==> config.mk <==
export PLATFORM = sky130hd
export DESIGN_NAME = mem_sub_top
export DESIGN_NICKNAME = d
export VERILOG_FILES = /design/src/rtl/mem_req_pkg.sv /design/src/rtl/prefetch_pkg.sv /design/src/rtl/request_decode.sv /design/src/rtl/stride_prefetch.sv /design/src/rtl/request_arbiter.sv /design/src/rtl/response_route.sv /design/src/rtl/mem_sub_top.sv
export VERILOG_INCLUDE_DIRS = /design/src /design/src/rtl
export SDC_FILE = /design/constraint.sdc
export NUM_CORES = 1
export LEC_CHECK = 0
export ABC_AREA = 0
export BUFFER_PORTS_ARGS = -buffer_cell sky130_fd_sc_hd__buf_4
export CORE_MARGIN = 2
export CORE_UTILIZATION = 52
export CTS_CLUSTER_DIAMETER = 120
export CTS_CLUSTER_SIZE = 12
export DETAILED_ROUTE_END_ITERATION = 10
export PLACE_DENSITY = 0.81
export SETUP_SLACK_MARGIN = 0.5
export SYNTH_ARGS = -nofsm -noshare
export SYNTH_HDL_FRONTEND = slang
export SYNTH_HIERARCHICAL = 1
export SYNTH_SLANG_ARGS = --single-unit
==> constraint.sdc <==
create_clock -name clk_i -period 4.95 [get_ports clk_i]
set_input_delay 0.2475 -clock clk_i [delete_from_list [all_inputs] [get_ports clk_i]]
set_output_delay 0.2475 -clock clk_i [all_outputs]
set_load 0.01 [all_outputs]
==> src/rtl/mem_sub_defines.svh <==
// ====================
// Widths for a 32-bit system; source and sequence fields form a 4-bit ID
// ====================
`ifndef MEM_SUB_DEFINES_SVH
`define MEM_SUB_DEFINES_SVH

`define MEM_ADDR_W 32
`define MEM_DATA_W 32

// ID layout is source then sequence
`define MEM_SRC_W 2
`define MEM_SEQ_W 2

`define MEM_MAX_OUTST 4

`define PF_STRIDE_W 16
`define PF_CNT_W 8

`endif

==> src/rtl/mem_req_pkg.sv <==
// ====================
// Request types; source codes must fit MEM_SRC_W
// ====================
`include "mem_sub_defines.svh"

package mem_req_pkg;

  typedef logic [`MEM_ADDR_W-1:0] mem_addr_t;
  typedef logic [`MEM_DATA_W-1:0] mem_data_t;

  // Source field value carried in every ID
  typedef enum logic [`MEM_SRC_W-1:0] {
    SRC_LOAD     = 2'd0,
    SRC_STORE    = 2'd1,
    SRC_PREFETCH = 2'd2
  } mem_src_e;

  typedef enum logic {
    MEM_READ  = 1'b0,
    MEM_WRITE = 1'b1
  } mem_op_e;

  typedef struct packed {
    mem_src_e               src;
    logic [`MEM_SEQ_W-1:0]  seq;
  } mem_id_t;

endpackage

==> src/rtl/prefetch_pkg.sv <==
// ====================
// Prefetcher types; param sits in the low 17 bits of a 32-bit register
// ====================
`include "mem_sub_defines.svh"

package prefetch_pkg;

  // Enable in bit 16, stride in bits 15:0
  typedef struct packed {
    logic                    enable;
    logic [`PF_STRIDE_W-1:0] stride;
  } pf_param_t;

  typedef struct packed {
    logic                 busy;
    logic [`PF_CNT_W-1:0] issue_cnt;
  } pf_status_t;

  typedef enum logic {
    PF_IDLE    = 1'b0,
    PF_PENDING = 1'b1
  } pf_state_e;

endpackage

==> src/rtl/request_decode.sv <==
// ====================
// Holds one request; ready drops while full or at MEM_MAX_OUTST outstanding
// ====================
`include "mem_sub_defines.svh"

module request_decode #(
  parameter mem_req_pkg::mem_src_e SRC = mem_req_pkg::SRC_LOAD
) (
  input  logic                   clk_i,
  input  logic                   rst_ni,
  input  logic                   req_valid_i,
  output logic                   req_ready_o,
  input  mem_req_pkg::mem_addr_t req_addr_i,
  input  mem_req_pkg::mem_data_t req_wdata_i,
  input  logic                   grant_i,
  input  logic                   done_i,
  output logic                   src_valid_o,
  output mem_req_pkg::mem_op_e   src_op_o,
  output mem_req_pkg::mem_addr_t src_addr_o,
  output mem_req_pkg::mem_data_t src_wdata_o,
  output mem_req_pkg::mem_id_t   src_id_o,
  output logic                   idle_o
);

  localparam int cnt_w = $clog2(`MEM_MAX_OUTST + 1);

  logic                   hold_q, hold_d;
  logic                   ready_q;
  logic                   accept;
  logic [cnt_w-1:0]       outst_q, outst_d;
  logic [`MEM_SEQ_W-1:0]  seq_q;
  mem_req_pkg::mem_addr_t addr_q;
  mem_req_pkg::mem_data_t wdata_q;

  assign accept = req_valid_i & ready_q;

  always_comb begin
    hold_d  = hold_q;
    outst_d = outst_q;
    if (accept) begin
      hold_d = 1'b1;
    end else if (grant_i) begin
      hold_d = 1'b0;
    end
    // Grant and done in the same cycle cancel out
    if (grant_i && !done_i) begin
      outst_d = outst_q + 1'b1;
    end else if (done_i && !grant_i) begin
      outst_d = outst_q - 1'b1;
    end
  end

  always_ff @(posedge clk_i or negedge rst_ni) begin
    if (!rst_ni) begin
      hold_q  <= 1'b0;
      ready_q <= 1'b0;
      outst_q <= '0;
      seq_q   <= '0;
    end else begin
      hold_q  <= hold_d;
      ready_q <= !hold_d && (outst_d < `MEM_MAX_OUTST);
      outst_q <= outst_d;
      if (grant_i) begin
        seq_q <= seq_q + 1'b1;
      end
    end
  end

  always_ff @(posedge clk_i) begin
    if (accept) begin
      addr_q  <= req_addr_i;
      wdata_q <= req_wdata_i;
    end
  end

  assign req_ready_o  = ready_q;
  assign src_valid_o  = hold_q;
  assign src_op_o     = (SRC == mem_req_pkg::SRC_STORE) ? mem_req_pkg::MEM_WRITE
                                                        : mem_req_pkg::MEM_READ;
  assign src_addr_o   = addr_q;
  assign src_wdata_o  = wdata_q;
  assign src_id_o.src = SRC;
  assign src_id_o.seq = seq_q;
  assign idle_o       = !hold_q && (outst_q == '0);

endmodule

==> src/rtl/stride_prefetch.sv <==
// ====================
// Single stride stream; the stride is unsigned, so addresses only move up
// ====================
`include "mem_sub_defines.svh"

module stride_prefetch (
  input  logic                     clk_i,
  input  logic                     rst_ni,
  input  logic                     base_set_i,
  input  mem_req_pkg::mem_addr_t   base_i,
  output mem_req_pkg::mem_addr_t   base_o,
  input  logic                     param_set_i,
  input  mem_req_pkg::mem_data_t   param_i,
  output mem_req_pkg::mem_data_t   param_o,
  output prefetch_pkg::pf_status_t status_o,
  input  logic                     snoop_valid_i,
  input  logic                     snoop_ready_i,
  input  mem_req_pkg::mem_addr_t   snoop_addr_i,
  output logic                     pf_valid_o,
  output mem_req_pkg::mem_addr_t   pf_addr_o,
  output mem_req_pkg::mem_id_t     pf_id_o,
  input  logic                     grant_i,
  input  logic                     done_i,
  output logic                     idle_o
);

  localparam int cnt_w = $clog2(`MEM_MAX_OUTST + 1);

  prefetch_pkg::pf_state_e state_q;
  prefetch_pkg::pf_param_t param_q;
  mem_req_pkg::mem_addr_t  base_q;
  mem_req_pkg::mem_addr_t  next_addr;
  mem_req_pkg::mem_addr_t  pf_addr_q;
  logic [`PF_CNT_W-1:0]    cnt_q;
  logic [`MEM_SEQ_W-1:0]   seq_q;
  logic [cnt_w-1:0]        outst_q;
  logic                    hit;

  assign next_addr = base_q + mem_req_pkg::mem_addr_t'(param_q.stride);

  // Only an accepted load at the base triggers, and only from idle
  assign hit = snoop_valid_i && snoop_ready_i && param_q.enable
            && (snoop_addr_i == base_q) && (state_q == prefetch_pkg::PF_IDLE)
            && (outst_q < `MEM_MAX_OUTST);

  always_ff @(posedge clk_i or negedge rst_ni) begin
    if (!rst_ni) begin
      state_q <= prefetch_pkg::PF_IDLE;
      param_q <= '0;
      base_q  <= '0;
      cnt_q   <= '0;
      seq_q   <= '0;
      outst_q <= '0;
    end else begin
      if (param_set_i) begin
        param_q <= param_i[$bits(prefetch_pkg::pf_param_t)-1:0];
      end
      // A software write of the base wins over the stride update
      if (base_set_i) begin
        base_q <= base_i;
      end else if (hit) begin
        base_q <= next_addr;
      end
      if (hit) begin
        state_q <= prefetch_pkg::PF_PENDING;
      end else if (grant_i) begin
        state_q <= prefetch_pkg::PF_IDLE;
      end
      if (grant_i) begin
        cnt_q <= cnt_q + 1'b1;
        seq_q <= seq_q + 1'b1;
      end
      if (grant_i && !done_i) begin
        outst_q <= outst_q + 1'b1;
      end else if (done_i && !grant_i) begin
        outst_q <= outst_q - 1'b1;
      end
    end
  end

  always_ff @(posedge clk_i) begin
    if (hit) begin
      pf_addr_q <= next_addr;
    end
  end

  assign base_o             = base_q;
  assign param_o            = mem_req_pkg::mem_data_t'(param_q);
  assign status_o.busy      = (state_q == prefetch_pkg::PF_PENDING) || (outst_q != '0);
  assign status_o.issue_cnt = cnt_q;
  assign pf_valid_o         = (state_q == prefetch_pkg::PF_PENDING);
  assign pf_addr_o          = pf_addr_q;
  assign pf_id_o.src        = mem_req_pkg::SRC_PREFETCH;
  assign pf_id_o.seq        = seq_q;
  assign idle_o             = !status_o.busy;

endmodule

==> src/rtl/request_arbiter.sv <==
// ====================
// Round robin over load, store, prefetch; a stalled choice stays locked
// ====================
module request_arbiter (
  input  logic                   clk_i,
  input  logic                   rst_ni,
  input  logic                   load_valid_i,
  input  mem_req_pkg::mem_op_e   load_op_i,
  input  mem_req_pkg::mem_addr_t load_addr_i,
  input  mem_req_pkg::mem_data_t load_wdata_i,
  input  mem_req_pkg::mem_id_t   load_id_i,
  output logic                   load_grant_o,
  input  logic                   store_valid_i,
  input  mem_req_pkg::mem_op_e   store_op_i,
  input  mem_req_pkg::mem_addr_t store_addr_i,
  input  mem_req_pkg::mem_data_t store_wdata_i,
  input  mem_req_pkg::mem_id_t   store_id_i,
  output logic                   store_grant_o,
  input  logic                   pf_valid_i,
  input  mem_req_pkg::mem_addr_t pf_addr_i,
  input  mem_req_pkg::mem_id_t   pf_id_i,
  output logic                   pf_grant_o,
  output logic                   mem_req_valid_o,
  input  logic                   mem_req_ready_i,
  output mem_req_pkg::mem_op_e   mem_req_op_o,
  output mem_req_pkg::mem_addr_t mem_req_addr_o,
  output mem_req_pkg::mem_data_t mem_req_wdata_o,
  output mem_req_pkg::mem_id_t   mem_req_id_o
);

  logic [2:0] req_vec;
  logic [1:0] ptr_q, rr_sel, sel, lock_sel_q;
  logic       lock_q;
  logic       handshake;

  assign req_vec = {pf_valid_i, store_valid_i, load_valid_i};

  // Scan from the pointer; the nearest requester wins
  always_comb begin
    logic [1:0] idx;
    rr_sel = ptr_q;
    for (int k = 2; k >= 0; k--) begin
      idx = 2'((int'(ptr_q) + k) % 3);
      if (req_vec[idx]) begin
        rr_sel = idx;
      end
    end
  end

  assign sel             = lock_q ? lock_sel_q : rr_sel;
  assign mem_req_valid_o = |req_vec;
  assign handshake       = mem_req_valid_o & mem_req_ready_i;

  always_ff @(posedge clk_i or negedge rst_ni) begin
    if (!rst_ni) begin
      ptr_q      <= '0;
      lock_q     <= 1'b0;
      lock_sel_q <= '0;
    end else begin
      lock_q     <= mem_req_valid_o & !mem_req_ready_i;
      lock_sel_q <= sel;
      if (handshake) begin
        ptr_q <= (sel == 2'd2) ? 2'd0 : sel + 1'b1;
      end
    end
  end

  assign load_grant_o  = handshake && (sel == mem_req_pkg::SRC_LOAD);
  assign store_grant_o = handshake && (sel == mem_req_pkg::SRC_STORE);
  assign pf_grant_o    = handshake && (sel == mem_req_pkg::SRC_PREFETCH);

  always_comb begin
    mem_req_op_o    = mem_req_pkg::MEM_READ;
    mem_req_addr_o  = pf_addr_i;
    mem_req_wdata_o = '0;
    mem_req_id_o    = pf_id_i;
    case (sel)
      mem_req_pkg::SRC_LOAD: begin
        mem_req_op_o    = load_op_i;
        mem_req_addr_o  = load_addr_i;
        mem_req_wdata_o = load_wdata_i;
        mem_req_id_o    = load_id_i;
      end
      mem_req_pkg::SRC_STORE: begin
        mem_req_op_o    = store_op_i;
        mem_req_addr_o  = store_addr_i;
        mem_req_wdata_o = store_wdata_i;
        mem_req_id_o    = store_id_i;
      end
      default: ;
    endcase
  end

endmodule

==> src/rtl/response_route.sv <==
// ====================
// Responses are never stalled; flush_i must stay high until the acknowledge
// ====================
module response_route (
  input  logic                   clk_i,
  input  logic                   rst_ni,
  input  logic                   mem_resp_valid_i,
  input  mem_req_pkg::mem_id_t   mem_resp_id_i,
  input  mem_req_pkg::mem_data_t mem_resp_rdata_i,
  output logic                   load_resp_valid_o,
  output mem_req_pkg::mem_data_t load_resp_rdata_o,
  output logic                   store_resp_valid_o,
  output logic                   load_done_o,
  output logic                   store_done_o,
  output logic                   pf_done_o,
  input  logic                   load_idle_i,
  input  logic                   store_idle_i,
  input  logic                   pf_idle_i,
  input  logic                   flush_i,
  output logic                   flush_ack_o
);

  logic                   load_valid_q;
  logic                   store_valid_q;
  logic                   flush_ack_q;
  mem_req_pkg::mem_data_t rdata_q;

  // Owner comes from the source field of the ID
  assign load_done_o  = mem_resp_valid_i && (mem_resp_id_i.src == mem_req_pkg::SRC_LOAD);
  assign store_done_o = mem_resp_valid_i && (mem_resp_id_i.src == mem_req_pkg::SRC_STORE);
  assign pf_done_o    = mem_resp_valid_i && (mem_resp_id_i.src == mem_req_pkg::SRC_PREFETCH);

  always_ff @(posedge clk_i or negedge rst_ni) begin
    if (!rst_ni) begin
      load_valid_q  <= 1'b0;
      store_valid_q <= 1'b0;
      flush_ack_q   <= 1'b0;
    end else begin
      load_valid_q  <= load_done_o;
      store_valid_q <= store_done_o;
      flush_ack_q   <= flush_i && load_idle_i && store_idle_i && pf_idle_i && !flush_ack_q;
    end
  end

  // Prefetch data is dropped, only load data is kept
  always_ff @(posedge clk_i) begin
    if (load_done_o) begin
      rdata_q <= mem_resp_rdata_i;
    end
  end

  assign load_resp_valid_o  = load_valid_q;
  assign load_resp_rdata_o  = rdata_q;
  assign store_resp_valid_o = store_valid_q;
  assign flush_ack_o        = flush_ack_q;

endmodule

==> src/rtl/mem_sub_top.sv <==
// ====================
// All traffic goes to memory; one response is expected per request
// ====================
module mem_sub_top (
  input  logic                     clk_i,
  input  logic                     rst_ni,
  input  logic                     flush_i,
  output logic                     flush_ack_o,
  input  logic                     load_req_valid_i,
  output logic                     load_req_ready_o,
  input  mem_req_pkg::mem_addr_t   load_req_addr_i,
  output logic                     load_resp_valid_o,
  output mem_req_pkg::mem_data_t   load_resp_rdata_o,
  input  logic                     store_req_valid_i,
  output logic                     store_req_ready_o,
  input  mem_req_pkg::mem_addr_t   store_req_addr_i,
  input  mem_req_pkg::mem_data_t   store_req_wdata_i,
  output logic                     store_resp_valid_o,
  output logic                     mem_req_valid_o,
  input  logic                     mem_req_ready_i,
  output mem_req_pkg::mem_op_e     mem_req_op_o,
  output mem_req_pkg::mem_addr_t   mem_req_addr_o,
  output mem_req_pkg::mem_data_t   mem_req_wdata_o,
  output mem_req_pkg::mem_id_t     mem_req_id_o,
  input  logic                     mem_resp_valid_i,
  input  mem_req_pkg::mem_id_t     mem_resp_id_i,
  input  mem_req_pkg::mem_data_t   mem_resp_rdata_i,
  input  logic                     hwpf_base_set_i,
  input  mem_req_pkg::mem_addr_t   hwpf_base_i,
  output mem_req_pkg::mem_addr_t   hwpf_base_o,
  input  logic                     hwpf_param_set_i,
  input  mem_req_pkg::mem_data_t   hwpf_param_i,
  output mem_req_pkg::mem_data_t   hwpf_param_o,
  output prefetch_pkg::pf_status_t hwpf_status_o
);

  logic                   load_valid, store_valid, pf_valid;
  logic                   load_grant, store_grant, pf_grant;
  logic                   load_done, store_done, pf_done;
  logic                   load_idle, store_idle, pf_idle;
  mem_req_pkg::mem_op_e   load_op, store_op;
  mem_req_pkg::mem_addr_t load_addr, store_addr, pf_addr;
  mem_req_pkg::mem_data_t load_wdata, store_wdata;
  mem_req_pkg::mem_id_t   load_id, store_id, pf_id;

  request_decode #(
    .SRC(mem_req_pkg::SRC_LOAD)
  ) load_decode_i (
    .clk_i       (clk_i),
    .rst_ni      (rst_ni),
    .req_valid_i (load_req_valid_i),
    .req_ready_o (load_req_ready_o),
    .req_addr_i  (load_req_addr_i),
    .req_wdata_i ('0),
    .grant_i     (load_grant),
    .done_i      (load_done),
    .src_valid_o (load_valid),
    .src_op_o    (load_op),
    .src_addr_o  (load_addr),
    .src_wdata_o (load_wdata),
    .src_id_o    (load_id),
    .idle_o      (load_idle)
  );

  request_decode #(
    .SRC(mem_req_pkg::SRC_STORE)
  ) store_decode_i (
    .clk_i       (clk_i),
    .rst_ni      (rst_ni),
    .req_valid_i (store_req_valid_i),
    .req_ready_o (store_req_ready_o),
    .req_addr_i  (store_req_addr_i),
    .req_wdata_i (store_req_wdata_i),
    .grant_i     (store_grant),
    .done_i      (store_done),
    .src_valid_o (store_valid),
    .src_op_o    (store_op),
    .src_addr_o  (store_addr),
    .src_wdata_o (store_wdata),
    .src_id_o    (store_id),
    .idle_o      (store_idle)
  );

  // Snoops the load port handshake directly
  stride_prefetch prefetch_i (
    .clk_i         (clk_i),
    .rst_ni        (rst_ni),
    .base_set_i    (hwpf_base_set_i),
    .base_i        (hwpf_base_i),
    .base_o        (hwpf_base_o),
    .param_set_i   (hwpf_param_set_i),
    .param_i       (hwpf_param_i),
    .param_o       (hwpf_param_o),
    .status_o      (hwpf_status_o),
    .snoop_valid_i (load_req_valid_i),
    .snoop_ready_i (load_req_ready_o),
    .snoop_addr_i  (load_req_addr_i),
    .pf_valid_o    (pf_valid),
    .pf_addr_o     (pf_addr),
    .pf_id_o       (pf_id),
    .grant_i       (pf_grant),
    .done_i        (pf_done),
    .idle_o        (pf_idle)
  );

  request_arbiter arbiter_i (
    .clk_i           (clk_i),
    .rst_ni          (rst_ni),
    .load_valid_i    (load_valid),
    .load_op_i       (load_op),
    .load_addr_i     (load_addr),
    .load_wdata_i    (load_wdata),
    .load_id_i       (load_id),
    .load_grant_o    (load_grant),
    .store_valid_i   (store_valid),
    .store_op_i      (store_op),
    .store_addr_i    (store_addr),
    .store_wdata_i   (store_wdata),
    .store_id_i      (store_id),
    .store_grant_o   (store_grant),
    .pf_valid_i      (pf_valid),
    .pf_addr_i       (pf_addr),
    .pf_id_i         (pf_id),
    .pf_grant_o      (pf_grant),
    .mem_req_valid_o (mem_req_valid_o),
    .mem_req_ready_i (mem_req_ready_i),
    .mem_req_op_o    (mem_req_op_o),
    .mem_req_addr_o  (mem_req_addr_o),
    .mem_req_wdata_o (mem_req_wdata_o),
    .mem_req_id_o    (mem_req_id_o)
  );

  response_route route_i (
    .clk_i              (clk_i),
    .rst_ni             (rst_ni),
    .mem_resp_valid_i   (mem_resp_valid_i),
    .mem_resp_id_i      (mem_resp_id_i),
    .mem_resp_rdata_i   (mem_resp_rdata_i),
    .load_resp_valid_o  (load_resp_valid_o),
    .load_resp_rdata_o  (load_resp_rdata_o),
    .store_resp_valid_o (store_resp_valid_o),
    .load_done_o        (load_done),
    .store_done_o       (store_done),
    .pf_done_o          (pf_done),
    .load_idle_i        (load_idle),
    .store_idle_i       (store_idle),
    .pf_idle_i          (pf_idle),
    .flush_i            (flush_i),
    .flush_ack_o        (flush_ack_o)
  );

endmodule

# --- Yosys cells after proc, flatten, opt, wreduce, memory -nomap -nowiden ---
# Cells that the tools add are included.
totals:
  regBits: 245
  out_inout_bits: 180
classes:
  addsub: 14
  div_mod_pow: 3
  order_cmp: 6
  n_eq_ne: 5
  n_mux: 29
  bitwise_logic: 5
  reduce_logical: 48
ops:
  columns: ["op", "count"]
  rows:
  - ["2-to-1 mux 32 bit", 3]
  - ["remainder unit 32 x 3 -> 32 bit, second input constant", 2]
  - ["one-hot mux 32 bit (2 select lines)", 1]
  - ["adder 32 x 16 -> 32 bit", 1]
  - ["equality test 32 bit", 1]
  - ["remainder unit 3 x 3 -> 32 bit, second input constant", 1]
  - ["logical AND 1 bit", 25]
  - ["2-to-1 mux 3 bit", 6]
  - ["logical NOT 1 bit", 13]
  - ["2-to-1 mux 1 bit", 10]
  - ["2-to-1 mux 2 bit", 5]
  - ["adder 3 x 1 -> 3 bit, second input constant", 3]
  - ["< comparator 2 x 3 -> 1 bit, second input constant", 3]
  - ["< comparator 3 bit, second input constant", 3]
  - ["subtractor 3 x 1 -> 3 bit, second input constant", 3]
  - ["adder 2 x 1 -> 2 bit, second input constant", 4]
  - ["adder 8 x 1 -> 8 bit, second input constant", 1]
  - ["one-hot mux 4 bit (2 select lines)", 1]
  - ["binary-select mux 1 bit (select 2 bit)", 3]
  - ["logical NOT 3 bit", 2]
  - ["nonzero test 2 bit", 3]
  - ["bitwise AND 1 bit", 4]
  - ["equality test 2 x 1 -> 1 bit, second input constant", 2]
  - ["equality test 2 bit, second input constant", 2]
  - ["other kinds (7)", 8]

# --- Longest topological paths before layout ---
logic_depth:
  depth_word: 16
  depth_mapped: 17

# --- Modules after synthesis ---
# Netlist, hierarchy kept.
modules_own_cells:
  columns: ["module", "instances", "cells_per_inst", "area_per_inst_um2", "seq_area_each_um2"]
  rows:
  - ["stride_prefetch", 1, 523, 5491.5, 2537.4]
  - ["request_decode (store_decode_i)", 1, 104, 2329.7, 2097.0]
  - ["request_decode (load_decode_i)", 1, 103, 2326.0, 2097.0]
  - ["request_arbiter", 1, 188, 1574.0, 125.1]
  - ["response_route", 1, 40, 1076.0, 1036.0]
  - ["mem_sub_top", 1, 1, 3.8, 0.0]

# --- Worst setup path before layout ---
# No wires, ideal clock.
synth_path:
  path_kind: "flip-flop to flip-flop"
  startpoint: "reg prefetch_i.base_q[25], in the netlist prefetch_i/base_o[25]"
  endpoint: "reg prefetch_i.base_q[24], in the netlist prefetch_i/base_o[24]"
  arrival_ps: 4288
  required_time_ps: 4867
  slack_ps: 580
  path_stages_with_launch: 9
  n_path_buf: 1
  synth_period_minus_slack_ps: 4370
  cell_sequence: "dfrtp_1 buf_6 xnor2_2 nand4_1 or4_4 nor3_1 nand4b_1 xor2_1 o21ai_0"
synth_between:
  elab_chain_len: 5
synth_lines:
  columns: ["element", "line", "source"]
  rows:
  - ["start, declared", "stride_prefetch.sv:31", "mem_req_pkg::mem_addr_t base_q;"]
  - ["start signal, assigned", "stride_prefetch.sv:60", "base_q <= base_i;"]
  - ["start signal, assigned", "stride_prefetch.sv:62", "base_q <= next_addr;"]
  - ["equality test 32 bit", "stride_prefetch.sv:43", "&& (snoop_addr_i == base_q) && (state_q == prefetch_pkg::PF_IDLE)"]
  - ["logical AND 1 bit (2 in a row)", "stride_prefetch.sv:43", null]
  - ["logical AND 1 bit", "stride_prefetch.sv:42", "assign hit = snoop_valid_i && snoop_ready_i && param_q.enable"]
  - ["via prefetch_i.hit", "stride_prefetch.sv:37", "logic hit;"]
  - ["nonzero test 2 bit (no source line)", null, null]
# The timed path passes the listed nets, and every way through them passes these cells.
# A chain may end at the register's enable or synchronous reset.

# --- Worst setup path after layout ---
layout_path:
  startpoint: "reg arbiter_i.ptr_q[0]"
  endpoint: "out mem_req_addr_o[12]"
layout_between:
  elab_chain_len: 10
layout_lines:
  columns: ["element", "line", "source"]
  rows:
  - ["start, declared", "request_arbiter.sv:32", "logic [1:0] ptr_q, rr_sel, sel, lock_sel_q;"]
  - ["start signal, assigned", "request_arbiter.sv:63", "ptr_q <= (sel == 2'd2) ? 2'd0 : sel + 1'b1;"]
  - ["adder 2 x 2 -> 3 bit", "request_arbiter.sv:43", "idx = 2'((int'(ptr_q) + k) % 3);"]
  - ["remainder unit 32 x 3 -> 32 bit", "request_arbiter.sv:43", null]
  - ["binary-select mux 1 bit (select 2 bit)", "request_arbiter.sv:44", "if (req_vec[idx]) begin"]
  - ["2-to-1 mux 1 bit (implied by the code)", "request_arbiter.sv:44", null]
  - ["2-to-1 mux 2 bit (2 in a row)", "request_arbiter.sv:44", null]
  - ["2-to-1 mux 2 bit (*)", "request_arbiter.sv:44", null]
  - ["2-to-1 mux 2 bit (*)", "request_arbiter.sv:50", "assign sel = lock_q ? lock_sel_q : rr_sel;"]
  - ["equality test 2 x 1 -> 1 bit / logical NOT 2 bit (equally long branches)", "request_arbiter.sv:77", "case (sel)"]
  - ["one-hot mux 32 bit (2 select lines) (*)", "request_arbiter.sv:77", null]
  - ["end, declared", "mem_sub_top.sv:22", "output mem_req_pkg::mem_addr_t mem_req_addr_o,"]
# Mark *: on every way between the ends. The rest lies on a longest branch, timed or not. The select of a mux whose other input is x is not followed.

==> results.yml <==
outcome:
  outcome: "complete, no violations"
synthesis:
  synth_top_area_share: 0.4504
  yosys_warnings: 6
  ys_async_sr_fraction: 0.3069
  syn_inst: 959
  synthXorXnorAreaFrac: 0.06275
  synth-seq-cells: 277
  yosysSeqAreaShare: 0.6166
  synthAdderAreaFrac: 0.03343
  muxShareOfSynthArea: 0.02932
  synth-simple-area-share: 0.1039
  syn_area_um2: 12800
  yosys.area.top_type: "edfxtp_1"
  yosysMostFrequentCell: "edfxtp_1"
  synth_compound_area_frac: 0.1111
  syn_avg_cell_area_um2: 13.35
  synth_enable_flop_cells: 192
  synth_common_cells: "192 x edfxtp_1, 85 x dfrtp_1, 64 x nand2_1"
  synth_area_leaders: "edfxtp_1 45%, dfrtp_1 17%, xor2_1 3.8%"
  synth_flop_cell: "edfxtp_1"
  yosysUniqueCellTypes: 68
  synth_top_family_by_area: "compound AO/OA/AOI/OAI gates"
power_and_ir_drop:
  vdd_ir_drop_max_v: 0.0003875
  p_leak_nw: 7.561
  p_per_area_nw_per_um2: 504.8
timing:
  finalHoldViolations: 0
  setup_violations: 0
  fin_skew_ns: 0.02171
  period_share: 0.8224
  rsz0062_at_grt: "false"
  max_slew_margin: 0.2954
  whs_ns: 0.07202
  min_period_ns: 4.071
  fmax_ghz: 0.2456
  worstMarginPinSlew_ns: 1.057
  slew_violations: 0
  fin_setup_tns_ns: 0
clocking:
  ctsRootBufferMaster: "clkbuf_16"
  numCtsBuffers: 27
  h-tree-depth: 1
  clock_sinks: 277
  cts_tree: "done"
  clk_pin_slew_worst_paths_ns: 0.07
  clock_latency_ns: 0.55
  post_cts_buffers: 0
  cts_buffer_depth: 3
setup_path:
  critical_path_peak_fanout: 29
  reg2reg_to: "prefetch_i/outst_q[2]$_DFFE_PN0P_"
  worstPathArrival_ns: 3.82
  worst_ep_required_time_ns: 4.70
  r2r.worst_path.cells: 15
  rr_startpoint: "arbiter_i/ptr_q[0]$_DFFE_PN0P_"
  crit_path_end_kind: "primary output"
  critPathLaunchType: "flop"
  ff2ff_setup_slack_ns: 1.25
  crit_type: "flop to primary output"
grt:
  antenna_found_initial: 1
  grt_usage: 0.2999
  grt_pass1_vias: 10560
  grt_pass1_wl_mm: 59.93
  grt_max_degree: 79
  grt-ovfl-total: 0
die:
  std_cell_rows: 57
  core_area_um2: 24250
  die_area_um2: 25890
  boundaryPins: 385
  start_util: 0.5279
  die_h_um: 160.9
  die_w_um: 160.9
place:
  dp_hpwl_mm: 24.84
  port-buffer-count: 352
  gp_congestion: 0.8745
drt:
  dr.first_iter.drc_count: 897
  drc: 0
  vias_per_cell: 5.562
  drtAntennaViolNets: 0
  drt-wirelength-per-cell_um: 21.46
  totalWireLength_mm: 39.85
  dr.pass1.iters: 7
  vias: 10330
finish:
  fin_nets: 1749
  fin_util: 0.7548
  drive_above_1_share: 0.2839
  synthToLayoutAreaGrowth_pct: 42.98
  num-fill-cells: 1512
hold_path:
  hold_path_class: "input pin to asynchronous set/reset pin"
run:
  max-cap-violations: 0
==> cell type report <==
type                    instances  area, µm²  share of cell area
diodes                          1      2.502           0.0001367
flip-flops and latches        277       7893              0.4312
inverters                      20      75.07            0.004102
clock inverters                 2      31.28            0.001709
repair buffers                546       4549              0.2486
multi-input cells             639       4592              0.2509
well taps                     324      405.4             0.02215
clock buffers                  48      754.5             0.04122
==> kinds of logic (layout without fill, tap and decap cells) <==
logic type,Yosys count,in the layout
AOI/OAI and AO/OA,189,189
xor gates and xnor gates,90,90
adders and majority gates,33,33
buffers and inverters,92,616
DFF,277,277
muxes,35,35
other,6,56
and+or+nand+nor,237,237
==> per-stage QoR <==
step | power [mW] | setup slack (ns) | std cells | instance area (µm²)
global placement | 7.062 | 1.564 | 1626 | 15710
finish | 9.240 | 0.8791 | 1857 | 18300
floorplan | 5.409 | 0.5798 | 1008 | 12990
global route | 9.640 | 0.6995 | 1857 | 18300
detailed placement | 7.135 | 1.577 | 1626 | 15710
CTS | 9.151 | 0.9638 | 1856 | 18300
==> worst max-delay path by stage <==
stage / start / end / slack, ns / depth (start not counted)
floorplan: prefetch_i/base_o[25]$_DFFE_PN0P_ / prefetch_i/base_o[24]$_DFFE_PN0P_ / 0.58 / 8
global placement: arbiter_i/ptr_q[0]$_DFFE_PN0P_ / mem_req_addr_o[12] / 1.56 / 10
detailed placement: arbiter_i/ptr_q[0]$_DFFE_PN0P_ / store_decode_i/req_ready_o$_DFF_PN0_ / 1.58 / 12
CTS: arbiter_i/ptr_q[0]$_DFFE_PN0P_ / mem_req_addr_o[7] / 0.96 / 10
global route: arbiter_i/ptr_q[0]$_DFFE_PN0P_ / mem_req_addr_o[12] / 0.70 / 11
finish: arbiter_i/ptr_q[0]$_DFFE_PN0P_ / mem_req_addr_o[12] / 0.88 / 11
==> critical path, stage by stage (launching register included) <==
cell and delay, ns:
dfrtp_1 0.39, inv_1 0.08, ha_1 0.42, nand3b_1 0.14, o21a_1 0.19, o221ai_1 0.14
a222oi_1 0.45, buf_4 0.45, nor3_4 0.19, buf_4 0.28, a221o_1 0.37, buf_4 0.16
==> sequential cells by signal (all words and copies together), names as in the netlist, 8 cells and up <==
signal                      flops
load_decode_i/src_wdata_o      32
prefetch_i/base_o              32
prefetch_i/pf_addr_o           32
route_i/load_resp_rdata_o      32
store_decode_i/src_addr_o      32
store_decode_i/src_wdata_o     32
prefetch_i/param_o             17
load_decode_i/src_addr_o       32
prefetch_i/cnt_q                8
==> report_power, final <==
| part | internal (mW) | switching, mW |
|---|---|---|
| Combinational | 1.95 | 2.32 |
| Sequential | 2.82 | 0.229 |
| Clock | 1.04 | 0.888 |
==> layout by cell type (no fill, tap or decap), drive strengths merged, types with 36 or more instances in the layout <==
master / synthesis / layout
buf: 50 / 366
edfxtp: 192 / 192
dlygate4sd3: 0 / 180
dfrtp: 85 / 85
nand2: 64 / 64
xor2: 56 / 56
conb: 6 / 55
clkbuf: 22 / 48
o21ai: 46 / 46
nor3b: 42 / 42
a221o: 36 / 36
==> repair_timing <==
action                                 in CTS  in global routing
endpoints found under the hold margin     186                  0
gates resized for setup                     0                  0
hold buffers                              180                  0
==> layer usage <==
layer | vias to the layer above | routed length, µm | part of all wire | global-route usage
li1 | 4628 | - | - | -
met1 | 5006 | 15110 | 0.38 | 0.3656
met5 | - | 0 | 0 | 0
met4 | 0 | 1623 | 0.041 | 0.1177
met2 | 591 | 20230 | 0.51 | 0.5312
met3 | 104 | 2891 | 0.073 | 0.05346
(Power assumes the default switching activity.)
